===== src/hw/corep_defines.svh =====
`ifndef COREP_DEFINES_SVH
`define COREP_DEFINES_SVH

// ------------------------------------------------------------------------
// fetch block geometry

// branch lanes per fetch block
`define FETCH_LANES 4

// log2 of the lane count, low PC bits that pick the lane
`define LOG_FETCH_LANES 2

// ------------------------------------------------------------------------
// prediction table sizing

// number of sets in the global branch prediction table
`define GBPT_SETS 64

// width of a branch PC as seen by the update path
`define PC_BITS 38

`endif


===== src/hw/corep.sv =====
`default_nettype none

`include "corep_defines.svh"

package corep;

    // ------------------------------------------------------------------------
    // widths and basic types

    localparam int GBPT_IDX_BITS = $clog2(`GBPT_SETS);

    typedef logic [GBPT_IDX_BITS-1:0]                 GBPT_idx_t;
    typedef logic [GBPT_IDX_BITS-1:0]                 GH_t;
    typedef logic [GBPT_IDX_BITS-1:0]                 ASID_t;
    typedef logic [`PC_BITS-`LOG_FETCH_LANES-1:0]     fetch_idx_t;
    typedef logic [`PC_BITS-1:0]                      PC38_t;
    typedef logic [`LOG_FETCH_LANES-1:0]              fetch_lane_t;

    // two-bit counter as {taken, strong}, weakly-not-taken is the cleared value
    typedef enum logic [1:0] {
        TBC_WN = 2'b00,
        TBC_SN = 2'b01,
        TBC_WT = 2'b10,
        TBC_ST = 2'b11
    } tbc_t;

    typedef tbc_t [`FETCH_LANES-1:0]  GBPT_set_t;
    typedef logic [`FETCH_LANES-1:0]  lane_taken_t;

    typedef struct packed {
        logic       valid;
        fetch_idx_t fetch_index;
        GH_t        gh;
    } gbpt_read_req_t;

    typedef struct packed {
        logic  valid;
        PC38_t pc;
        GH_t   gh;
        logic  taken;
    } gbpt_update_t;

    typedef enum logic [1:0] {
        FLUSH_IDLE  = 2'b00,
        FLUSH_SWEEP = 2'b01,
        FLUSH_DONE  = 2'b10
    } flush_state_t;

    // ------------------------------------------------------------------------
    // helper functions

    // low fetch index bits folded with history and asid
    function automatic GBPT_idx_t index_hash(fetch_idx_t fetch_index, GH_t gh, ASID_t asid);
        return fetch_index[GBPT_IDX_BITS-1:0] ^ gh ^ asid;
    endfunction

    function automatic tbc_t tbc_updater(tbc_t last_state, logic taken);
        tbc_t next_state;
        case (last_state)
            TBC_WN:  next_state = taken ? TBC_ST : TBC_SN;
            TBC_SN:  next_state = taken ? TBC_WN : TBC_SN;
            TBC_WT:  next_state = taken ? TBC_ST : TBC_SN;
            TBC_ST:  next_state = taken ? TBC_ST : TBC_WT;
            default: next_state = TBC_WN;
        endcase
        return next_state;
    endfunction

    function automatic fetch_lane_t fetch_lane_bits(PC38_t pc);
        return pc[`LOG_FETCH_LANES-1:0];
    endfunction

endpackage

`default_nettype wire


===== src/hw/bram_2rport_1wport.sv =====
`default_nettype none

module bram_2rport_1wport #(
    parameter int INNER_WIDTH = 8,
    parameter int OUTER_WIDTH = 64
) (
    input  logic                           CLK,
    input  logic                           nRST,

    // read port 0
    input  logic                           port0_ren,
    input  logic [$clog2(OUTER_WIDTH)-1:0] port0_rindex,
    output logic [INNER_WIDTH-1:0]         port0_rdata,

    // read port 1
    input  logic                           port1_ren,
    input  logic [$clog2(OUTER_WIDTH)-1:0] port1_rindex,
    output logic [INNER_WIDTH-1:0]         port1_rdata,

    // byte-enabled write port
    input  logic [INNER_WIDTH/8-1:0]       wen_byte,
    input  logic [$clog2(OUTER_WIDTH)-1:0] windex,
    input  logic [INNER_WIDTH-1:0]         wdata
);

    localparam int BYTES = INNER_WIDTH / 8;

    logic [INNER_WIDTH-1:0] mem [OUTER_WIDTH];

    // reads see the word before a same-cycle write
    always_ff @(posedge CLK, negedge nRST) begin
        if (!nRST) begin
            for (int i = 0; i < OUTER_WIDTH; i++) begin
                mem[i] <= '0;
            end
            port0_rdata <= '0;
            port1_rdata <= '0;
        end else begin
            if (port0_ren) begin
                port0_rdata <= mem[port0_rindex];
            end
            if (port1_ren) begin
                port1_rdata <= mem[port1_rindex];
            end
            for (int b = 0; b < BYTES; b++) begin
                if (wen_byte[b]) begin
                    mem[windex][b*8 +: 8] <= wdata[b*8 +: 8];
                end
            end
        end
    end

endmodule

`default_nettype wire


===== src/hw/branch_pred_top.sv =====
`default_nettype none

module branch_pred_top (
    input  logic                  CLK,
    input  logic                  nRST,

    input  corep::ASID_t          arch_asid,

    input  corep::gbpt_read_req_t read_req,
    input  corep::gbpt_update_t   update,
    input  logic                  flush_req,

    output corep::lane_taken_t    read_resp_taken_by_lane,
    output logic                  flush_busy
);

    // ------------------------------------------------------------------------
    // flush control wires

    logic             sweep_en;
    logic             sweep_last;
    logic             flush_active;
    corep::GBPT_idx_t sweep_index;

    // ------------------------------------------------------------------------
    // instances

    gbpt_flush_fsm u_flush_fsm (
        .CLK(CLK),
        .nRST(nRST),
        .flush_req(flush_req),
        .sweep_last(sweep_last),
        .sweep_en(sweep_en),
        .flush_active(flush_active),
        .flush_busy(flush_busy)
    );

    // one set per cycle while sweeping
    flush_sweep_counter u_sweep_counter (
        .CLK(CLK),
        .nRST(nRST),
        .sweep_en(sweep_en),
        .sweep_index(sweep_index),
        .sweep_last(sweep_last)
    );

    gbpt u_gbpt (
        .CLK(CLK),
        .nRST(nRST),
        .arch_asid(arch_asid),
        .read_req(read_req),
        .read_resp_taken_by_lane(read_resp_taken_by_lane),
        .update(update),
        .flush_active(flush_active),
        .flush_index(sweep_index)
    );

endmodule

`default_nettype wire


===== src/hw/flush_sweep_counter.sv =====
`default_nettype none

`include "corep_defines.svh"

module flush_sweep_counter (
    input  logic             CLK,
    input  logic             nRST,
    input  logic             sweep_en,
    output corep::GBPT_idx_t sweep_index,
    output logic             sweep_last
);

    localparam corep::GBPT_idx_t LAST_SET = corep::GBPT_idx_t'(`GBPT_SETS - 1);

    assign sweep_last = (sweep_index == LAST_SET);

    // parked at set 0 between sweeps
    always_ff @(posedge CLK, negedge nRST) begin
        if (!nRST) begin
            sweep_index <= '0;
        end else if (sweep_en) begin
            if (sweep_last) begin
                sweep_index <= '0;
            end else begin
                sweep_index <= sweep_index + 1'b1;
            end
        end else begin
            sweep_index <= '0;
        end
    end

endmodule

`default_nettype wire


===== src/hw/gbpt.sv =====
`default_nettype none

`include "corep_defines.svh"

module gbpt (
    input  logic                  CLK,
    input  logic                  nRST,

    input  corep::ASID_t          arch_asid,

    // fetch read, response one cycle later
    input  corep::gbpt_read_req_t read_req,
    output corep::lane_taken_t    read_resp_taken_by_lane,

    // resolved branch update
    input  corep::gbpt_update_t   update,

    // flush write from the sweep
    input  logic                  flush_active,
    input  corep::GBPT_idx_t      flush_index
);

    localparam int SET_BITS  = $bits(corep::GBPT_set_t);
    localparam int SET_BYTES = SET_BITS / 8;

    // ------------------------------------------------------------------------
    // memory port signals

    logic                   rd0_en;
    corep::GBPT_idx_t       rd0_index;
    logic [SET_BITS-1:0]    rd0_data;
    corep::GBPT_set_t       rd0_set;

    logic                   rd1_en;
    corep::GBPT_idx_t       rd1_index;
    logic [SET_BITS-1:0]    rd1_data;
    corep::GBPT_set_t       rd1_set;

    logic [SET_BYTES-1:0]   write_byten;
    corep::GBPT_idx_t       write_index;
    corep::GBPT_set_t       write_set;

    // write stage
    logic                   write_flush;
    corep::fetch_lane_t     write_lane;
    logic                   write_taken;

    // ------------------------------------------------------------------------
    // read path

    assign rd0_en    = read_req.valid;
    assign rd0_index = corep::index_hash(read_req.fetch_index, read_req.gh, arch_asid);
    assign rd0_set   = corep::GBPT_set_t'(rd0_data);

    // taken is the upper counter bit
    always_comb begin
        for (int lane = 0; lane < `FETCH_LANES; lane++) begin
            read_resp_taken_by_lane[lane] = rd0_set[lane] inside {corep::TBC_WT, corep::TBC_ST};
        end
    end

    // ------------------------------------------------------------------------
    // update and flush write stage

    // updates are dropped while the sweep owns the write port
    assign rd1_en    = update.valid && !flush_active;
    assign rd1_index = corep::index_hash(update.pc[`PC_BITS-1:`LOG_FETCH_LANES],
                                         update.gh, arch_asid);
    assign rd1_set   = corep::GBPT_set_t'(rd1_data);

    always_ff @(posedge CLK, negedge nRST) begin
        if (!nRST) begin
            write_byten <= '0;
            write_flush <= 1'b0;
        end else begin
            write_byten <= {SET_BYTES{flush_active || update.valid}};
            write_flush <= flush_active;
        end
    end

    always_ff @(posedge CLK) begin
        write_index <= flush_active ? flush_index : rd1_index;
        write_lane  <= corep::fetch_lane_bits(update.pc);
        write_taken <= update.taken;
    end

    // only the addressed lane moves on an update
    always_comb begin
        write_set = rd1_set;
        write_set[write_lane] = corep::tbc_updater(rd1_set[write_lane], write_taken);
        if (write_flush) begin
            for (int lane = 0; lane < `FETCH_LANES; lane++) begin
                write_set[lane] = corep::TBC_WN;
            end
        end
    end

    // ------------------------------------------------------------------------
    // table storage

    bram_2rport_1wport #(
        .INNER_WIDTH(SET_BITS),
        .OUTER_WIDTH(`GBPT_SETS)
    ) u_gbpt_array (
        .CLK(CLK),
        .nRST(nRST),
        .port0_ren(rd0_en),
        .port0_rindex(rd0_index),
        .port0_rdata(rd0_data),
        .port1_ren(rd1_en),
        .port1_rindex(rd1_index),
        .port1_rdata(rd1_data),
        .wen_byte(write_byten),
        .windex(write_index),
        .wdata(write_set)
    );

endmodule

`default_nettype wire


===== src/hw/gbpt_flush_fsm.sv =====
`default_nettype none

module gbpt_flush_fsm (
    input  logic CLK,
    input  logic nRST,
    input  logic flush_req,
    input  logic sweep_last,
    output logic sweep_en,
    output logic flush_active,
    output logic flush_busy
);

    corep::flush_state_t state;
    corep::flush_state_t next_state;

    // ------------------------------------------------------------------------
    // state register

    always_ff @(posedge CLK, negedge nRST) begin
        if (!nRST) begin
            state <= corep::FLUSH_IDLE;
        end else begin
            state <= next_state;
        end
    end

    // ------------------------------------------------------------------------
    // next state

    // requests outside idle are ignored
    always_comb begin
        next_state = state;
        case (state)
            corep::FLUSH_IDLE: begin
                if (flush_req) begin
                    next_state = corep::FLUSH_SWEEP;
                end
            end
            corep::FLUSH_SWEEP: begin
                if (sweep_last) begin
                    next_state = corep::FLUSH_DONE;
                end
            end
            // last registered write lands here
            corep::FLUSH_DONE: begin
                next_state = corep::FLUSH_IDLE;
            end
            default: begin
                next_state = corep::FLUSH_IDLE;
            end
        endcase
    end

    // ------------------------------------------------------------------------
    // outputs

    assign sweep_en     = (state == corep::FLUSH_SWEEP);
    assign flush_active = (state == corep::FLUSH_SWEEP);
    assign flush_busy   = (state != corep::FLUSH_IDLE);

endmodule

`default_nettype wire


===== config.mk =====
export PLATFORM = sky130hd
export DESIGN_NAME = branch_pred_top
export DESIGN_NICKNAME = d
export VERILOG_FILES = /design/src/hw/corep.sv /design/src/hw/bram_2rport_1wport.sv /design/src/hw/branch_pred_top.sv /design/src/hw/flush_sweep_counter.sv /design/src/hw/gbpt.sv /design/src/hw/gbpt_flush_fsm.sv
export VERILOG_INCLUDE_DIRS = /design/src /design/src/hw
export SDC_FILE = /design/constraint.sdc
export NUM_CORES = 2
export LEC_CHECK = 0
export BUFFER_PORTS_ARGS = -buffer_cell sky130_fd_sc_hd__buf_2
export CORE_ASPECT_RATIO = 0.75
export CORE_MARGIN = 1.5
export CORE_UTILIZATION = 30
export DETAILED_ROUTE_END_ITERATION = 6
export GPL_TIMING_DRIVEN = 0
export PLACE_DENSITY = 0.42
export SLEW_MARGIN = 10
export SYNTH_ARGS = -nofsm -noshare
export SYNTH_HDL_FRONTEND = slang
export SYNTH_SLANG_ARGS = --single-unit

===== constraint.sdc =====
create_clock -name CLK -period 2.2 [get_ports CLK]
set_input_delay 0.22 -clock CLK [delete_from_list [all_inputs] [get_ports CLK]]
set_output_delay 0.22 -clock CLK [all_outputs]
set_load 0.03 [all_outputs]

Word level (Yosys, flattened, before mapping)
Cells that the tools add are included.
- magnitude comparators: 6
- bitwise operators: 7
- multiplexer cells: 25
- reduce and logical (&&, ||, !) cells: 14
- eq/ne operators: 15
- $add $sub $neg: 1
- operator list (cell ; number):
    512-bit bitwise mux ; 1
    8-bit binary-select mux with 6-bit select ; 2
    8-bit demux with 6-bit select ; 1
    8-bit 2-to-1 mux ; 6
    6-bit XOR ; 4
    7-bit >= comparator (second input constant) ; 3
    6-bit inverter with 7-bit output ; 3
    2-bit equality test (second input constant) ; 10
    6-bit 2-to-1 mux ; 3
    2-bit 2-to-1 mux ; 5
    2-bit nonzero test ; 5
    8-bit bitwise mux ; 1
    7-bit by 1-bit less-than comparator with 1-bit output (second input constant) ; 1
    6-bit by 1-bit adder with 6-bit output (second input constant) ; 1
    6-bit equality test (second input constant) ; 1
    2-bit case mux with 3 select lines ; 1
    2-bit binary-select mux with 2-bit select ; 1
    2-bit demux with 2-bit select ; 1
    2-bit by 1-bit equality test with 1-bit output (second input constant) ; 2
    2-bit logical NOT ; 2
    2-bit inequality test (second input constant) ; 2
    2-bit case mux with 2 select lines ; 1
    1-bit logical AND ; 3
    2-bit by 3-bit less-than comparator with 1-bit output (second input constant) ; 1
    6 further kinds ; 7
- logic and storage cells: 141
- register bits after elaboration: 547
- input bits: 98
- output and inout bits: 5

Longest topological paths before layout
- word-level depth: 8
- mapped depth: 9

Modules after synthesis
Synthesis repeated with hierarchy kept, for this count alone.
- cell total of the unflattened synthesis: 2038
- area total of the unflattened synthesis: 29602.1 um^2
- by module, submodules not included (module ; cells an instance ; times used ; sequential area each (um^2) ; area an instance (um^2)):
    bram_2rport_1wport ; 1923 ; 1 ; 13212.7 ; 28447.3
    gbpt ; 79 ; 1 ; 230.2 ; 782.0
    flush_sweep_counter ; 27 ; 1 ; 150.1 ; 271.5
    gbpt_flush_fsm ; 9 ; 1 ; 50.0 ; 101.3

Worst setup path before layout
OpenSTA, ideal clock, no wires.
- kind: input-to-reg
- start point: input update[2] (netlist bit)
- end point: register u_gbpt.u_gbpt_array.port1_rdata[6]
- stages: 7
- library setup time: 0.129 ns
- data arrival time: 2.112 ns
- setup slack: -0.040 ns
- buffers on the path: 1
- cells stage by stage: xor3_1 > buf_2 > mux4_2 > nand2_1 > a21oi_1 > or4_1 > a2111o_1
- word-level cells in the longest chain between the ends: 6
- ends and longest elaborated chain (what ; line ; text):
    start: declaration ; branch_pred_top.sv:10 ; input corep::gbpt_update_t update,
    6-bit XOR (2 in a row) ; corep.sv:54 ; return fetch_index[GBPT_IDX_BITS-1:0] ^ gh ^ asid;
    6-bit inverter with 7-bit output (not written as such) ; bram_2rport_1wport.sv:43 ; port1_rdata <= mem[port1_rindex];
    8-bit binary-select mux with 6-bit select ; bram_2rport_1wport.sv:43 ;
    8-bit 2-to-1 mux (not written as such) (2 in a row) ; bram_2rport_1wport.sv:43 ;
    end signal: assignment ; bram_2rport_1wport.sv:43 ;
    end: declaration ; bram_2rport_1wport.sv:18 ; output logic [INNER_WIDTH-1:0] port1_rdata,
No other way between the ends. The select of a mux whose other input is x is not followed.
A chain may end at the register's enable or synchronous reset.

Worst setup path in the final report
- start point: register u_gbpt.write_lane[0]
- end point: register u_gbpt.u_gbpt_array.mem[191] (netlist bit)
- word-level cells in the longest chain between the ends: 8
- elaborated cells on any way between the ends: 16
- classes of those cells: order compare (2); eq/ne (3); mux (8); reduce/logical (3)
- ends and longest elaborated chain (what ; line ; text):
    start: declaration ; gbpt.sv:45 ; corep::fetch_lane_t write_lane;
    start signal: assignment ; gbpt.sv:83 ; write_lane <= corep::fetch_lane_bits(update.pc);
    2-bit binary-select mux with 2-bit select ; gbpt.sv:90 ; write_set[write_lane] = corep::tbc_updater(rd1_set[write_lane], write_taken);
    2-bit 2-to-1 mux (not written as such) ; gbpt.sv:90 ;
    2-bit equality test or 2-bit logical NOT (tied branches) ; corep.sv:59 ; case (last_state)
    2-bit OR reduction (no source line) ; -- ;
    2-bit case mux with 3 select lines ; corep.sv:59 ;
    8-bit bitwise mux (*) ; gbpt.sv:90 ;
    8-bit 2-to-1 mux (*) ; gbpt.sv:91 ; if (write_flush) begin
    512-bit bitwise mux (*) ; bram_2rport_1wport.sv:47 ; mem[windex][b*8 +: 8] <= wdata[b*8 +: 8];
    end signal: indexed assignment ; bram_2rport_1wport.sv:47 ;
    end: declaration ; bram_2rport_1wport.sv:28 ; logic [INNER_WIDTH-1:0] mem [OUTER_WIDTH];
Mark *: on every way between the ends. The rest lies on a longest branch, timed or not. The select of a mux whose other input is x is not followed.

==> qor.txt <==
Final WL: 132,000 um
Vias/cell: 5.64
Count of cell types in the netlist: 52
Synth cell count leaders: nand2_1, dfrtp_1, mux2_2, mux2i_1, o21ai_0
Number of DRC markers in iteration 0: 2,915
Mapped Cells: 2,654
CP Class: reg -> reg
Top-count cell post-synth: nand2_1
Switch share: 0.301
Slew @ Worst Pin: 866 ps
Pin count of the biggest net entering global routing: 108
GP Congestion: 0.985
Leading area contributor after synthesis: dfrtp_1
Worst Path Max Fanout: 10
CP Data Arrival Time: 2940 ps
Max_slew headroom: 0.423
Worst Reg-to-Reg Cells: 7
Setup Skew: 34.7 ps
Maxcap violations: 0
RR Startpoint: u_gbpt.write_lane[0]
H-tree level count: 2
Top cell type's share of synthesized area: 0.478
# IOs: 103
Outcome: complete, but fails checks
Nets@finish: 2,954
Post-layout minimum cycle time: 2370 ps
Final WS setup: -170 ps
Sequential power share: 0.397
Clk sinks: 543
First-pass GRT wire length: 179,000 um
Combinational share of power: 0.168
Row cnt: 96
Synthesized area per cell: 10.5 um2
FFs w/ async S/R, synth: 0.983
Sequential cell area: 13,600 um2
Syn Std Cell Area: 28,000 um2
Final Cycle Share: 1.08
Die area: 95,100 um2
Main synth FF type: dfrtp_1
Share of post-route cells with drive strength above 1: 0.350
WL/cell: 31.9 um
Final Setup Violations: 501
RSZ-0062 raised after global routing: yes
Fin util: 0.392
GRT Util Overall: 0.269
Worst Setup EP: u_gbpt.u_gbpt_array.mem[191]
Post-synth EDFFs: 0
Hold WC Path Type: in -> async
DR vias: 23,300
Footprint of the multi-input gates: 15,100 um2
Top cells by area, synth: dfrtp_1, mux2_2, mux2i_1
Fin. Hold Viols: 0
RR Endpoint: u_gbpt.u_gbpt_array.mem[191]
Psw: 7.69 mW
Reg2reg setup slack: -170 ps
Required @ worst endpoint: 2770 ps
Grt total ovfl: 0
TritonCTS Buffers: 61
Root Driver: clkbuf_16
Syn-to-layout area delta: 29.0%
CP startpoint: u_gbpt.write_lane[0]
Die X: 356 um
Failing checks: setup timing
Sequential share of the synthesized area: 0.484
Startpoint Class: flop
PwrDens: 709 nW/um2
Initial antenna violation count: 8
Clock power share: 0.436
Starting density of the core: 0.304
Placed wire-length estimate: 95,400 um
TritonRoute pass-1 iters: 7
DRC: 0
Max Freq: 0.422 GHz
Layout fillers: 8,992
Routed Antenna Nets: 0
Die height: 267 um
Skew-Pair Late Insertion Delay: 670 ps
Synth Register Bits: 543
Worst VDD drop: 0.000660 V
TritonCTS clock tree: done
Ys Warns: 0
Critical Path Sink Type: flop
Syn nets: 2,753
Core area: 91,900 um2
Reg clk slew, reported paths: 60 ps
PortBufs: 42
Lkg Pwr: 16.2 nW
Vias in the first global route: 22,300
Final Max Tran Viols: 0
Max clock buf depth: 3
Internal power: 17.9 mW
TNS Setup: -33,400 ps
power groups by stage:
stage	clock network, mW	logic (mW)	registers [mW]
detailed placement	0	3.76	10.3
floorplan	0	1.94	10.2
global route	11.7	4.39	10.1
global placement	0	3.73	10.3
finish	11.1	4.28	10.1
CTS	11.3	4.03	10.1
per-stage QoR:
stage | area, um2 | power (mW) | setup slack [ps] | cells | hold WS, ps
global placement | 29700 | 14.0 | -10590 | 3921 | 326
detailed placement | 29900 | 14.1 | -2370 | 3928 | 219
floorplan | 28000 | 12.2 | -33.3 | 2654 | -75.6
finish | 36100 | 25.5 | -170 | 4134 | 96.7
CTS | 34700 | 25.4 | -136 | 4101 | 104
global route | 36000 | 26.2 | -197 | 4133 | 133
worst max-delay path, cell delays in order (launching register included):
cell       delay [ps]
dfxtp_4           410
buf_8             120
mux4_2            540
mux2i_4           220
buf_12            170
a311o_2           420
clkbuf_16         230
o21ai_0           160
final cells by class:
cell class              count  area share
plain buffers             215      0.0579
well taps                1225      0.0425
inverters                   3    0.000521
clock inverters            26     0.00972
multi-input cells        1882       0.418
clock buffers              89      0.0498
diodes                      2    0.000139
repair buffers            149      0.0457
flip-flops and latches    543       0.376
registers in the layout, indices dropped and copies added, names as in the netlist:
| name | flops |
|---|---|
| u_flush_fsm.state | 2 |
| u_gbpt.u_gbpt_array.port1_rdata | 8 |
| u_gbpt.write_flush | 1 |
| u_gbpt.u_gbpt_array.port0_rdata | 4 |
| u_gbpt.write_index | 6 |
| u_gbpt.write_byten | 1 |
| u_gbpt.write_taken | 1 |
| u_sweep_counter.sweep_index | 6 |
| u_gbpt.write_lane | 2 |
| u_gbpt.u_gbpt_array.mem | 512 |
cell usage in the layout, fill, tap and decap left out, types with 10 or more instances in the layout:
cell       netlist  final
nand4_1         13     13
a211oi_1        16     10
clkbuf_16        0     93
clkbuf_8         0     25
nor2_4           0     36
o21ai_1          0     57
buf_6            7     39
a311oi_2         0     10
clkbuf_2         0     25
nand3_1         75     67
mux2i_1        231    224
nand2_1        602    593
nor2_1          63     21
clkinv_2         0     12
mux2_2         348    284
o21ai_0        208     81
buf_12           0     43
o21ai_2          0     69
dfrtp_1        534    534
nor4_4           0     10
clkbuf_4         0     11
clkbuf_1       142     61
mux4_2          23     23
buf_2           52     69
a41o_1          14     14
buf_4            7     66
mux2_4           0     64
a21oi_1         18     13
and3_1          51     51
o211ai_1        32     32
layer usage:
| layer | global-route usage | vias up | wire length [um] |
|---|---|---|---|
| met3 | 0.0696 | 165 | 13400 |
| met5 | 0 | - | 0 |
| met2 | 0.355 | 1130 | 50600 |
| met4 | 0.0672 | 0 | 3490 |
| li1 | - | 9825 | - |
| met1 | 0.425 | 12200 | 64500 |
worst min path at each step:
stage / start / end / slack (ps) / cells after the start
floorplan: nRST / u_flush_fsm.state[0] / -80 / 0
global route: nRST / u_gbpt.u_gbpt_array.mem[322] / 130 / 2
global placement: update[7] / u_gbpt.write_lane[0] / 330 / 1
detailed placement: nRST / u_gbpt.u_gbpt_array.mem[330] / 220 / 1
finish: nRST / u_gbpt.u_gbpt_array.mem[322] / 100 / 2
CTS: nRST / u_gbpt.u_gbpt_array.mem[330] / 100 / 2
cell families after synthesis:
group | count (synthesis) | share of synthesized area
adder cells (fa/ha/maj) | 1 | 0.000447
AO/OA/AOI/OAI | 379 | 0.0861
buffers and inverters | 229 | 0.0359
XOR/XNOR | 25 | 0.0165
flip-flops | 543 | 0.484
multiplexers | 606 | 0.243
AND/OR/NAND/NOR | 871 | 0.134
repair_timing:
item	4_1_cts	5_1_grt
hold buffers	6	0
buffers inserted	57	26
pin swaps	45	76
cloned	4	10
setup endpoints to repair	526	616
resized for setup	536	334
hold endpoints to repair	70	0
(Power assumes the default switching activity.)
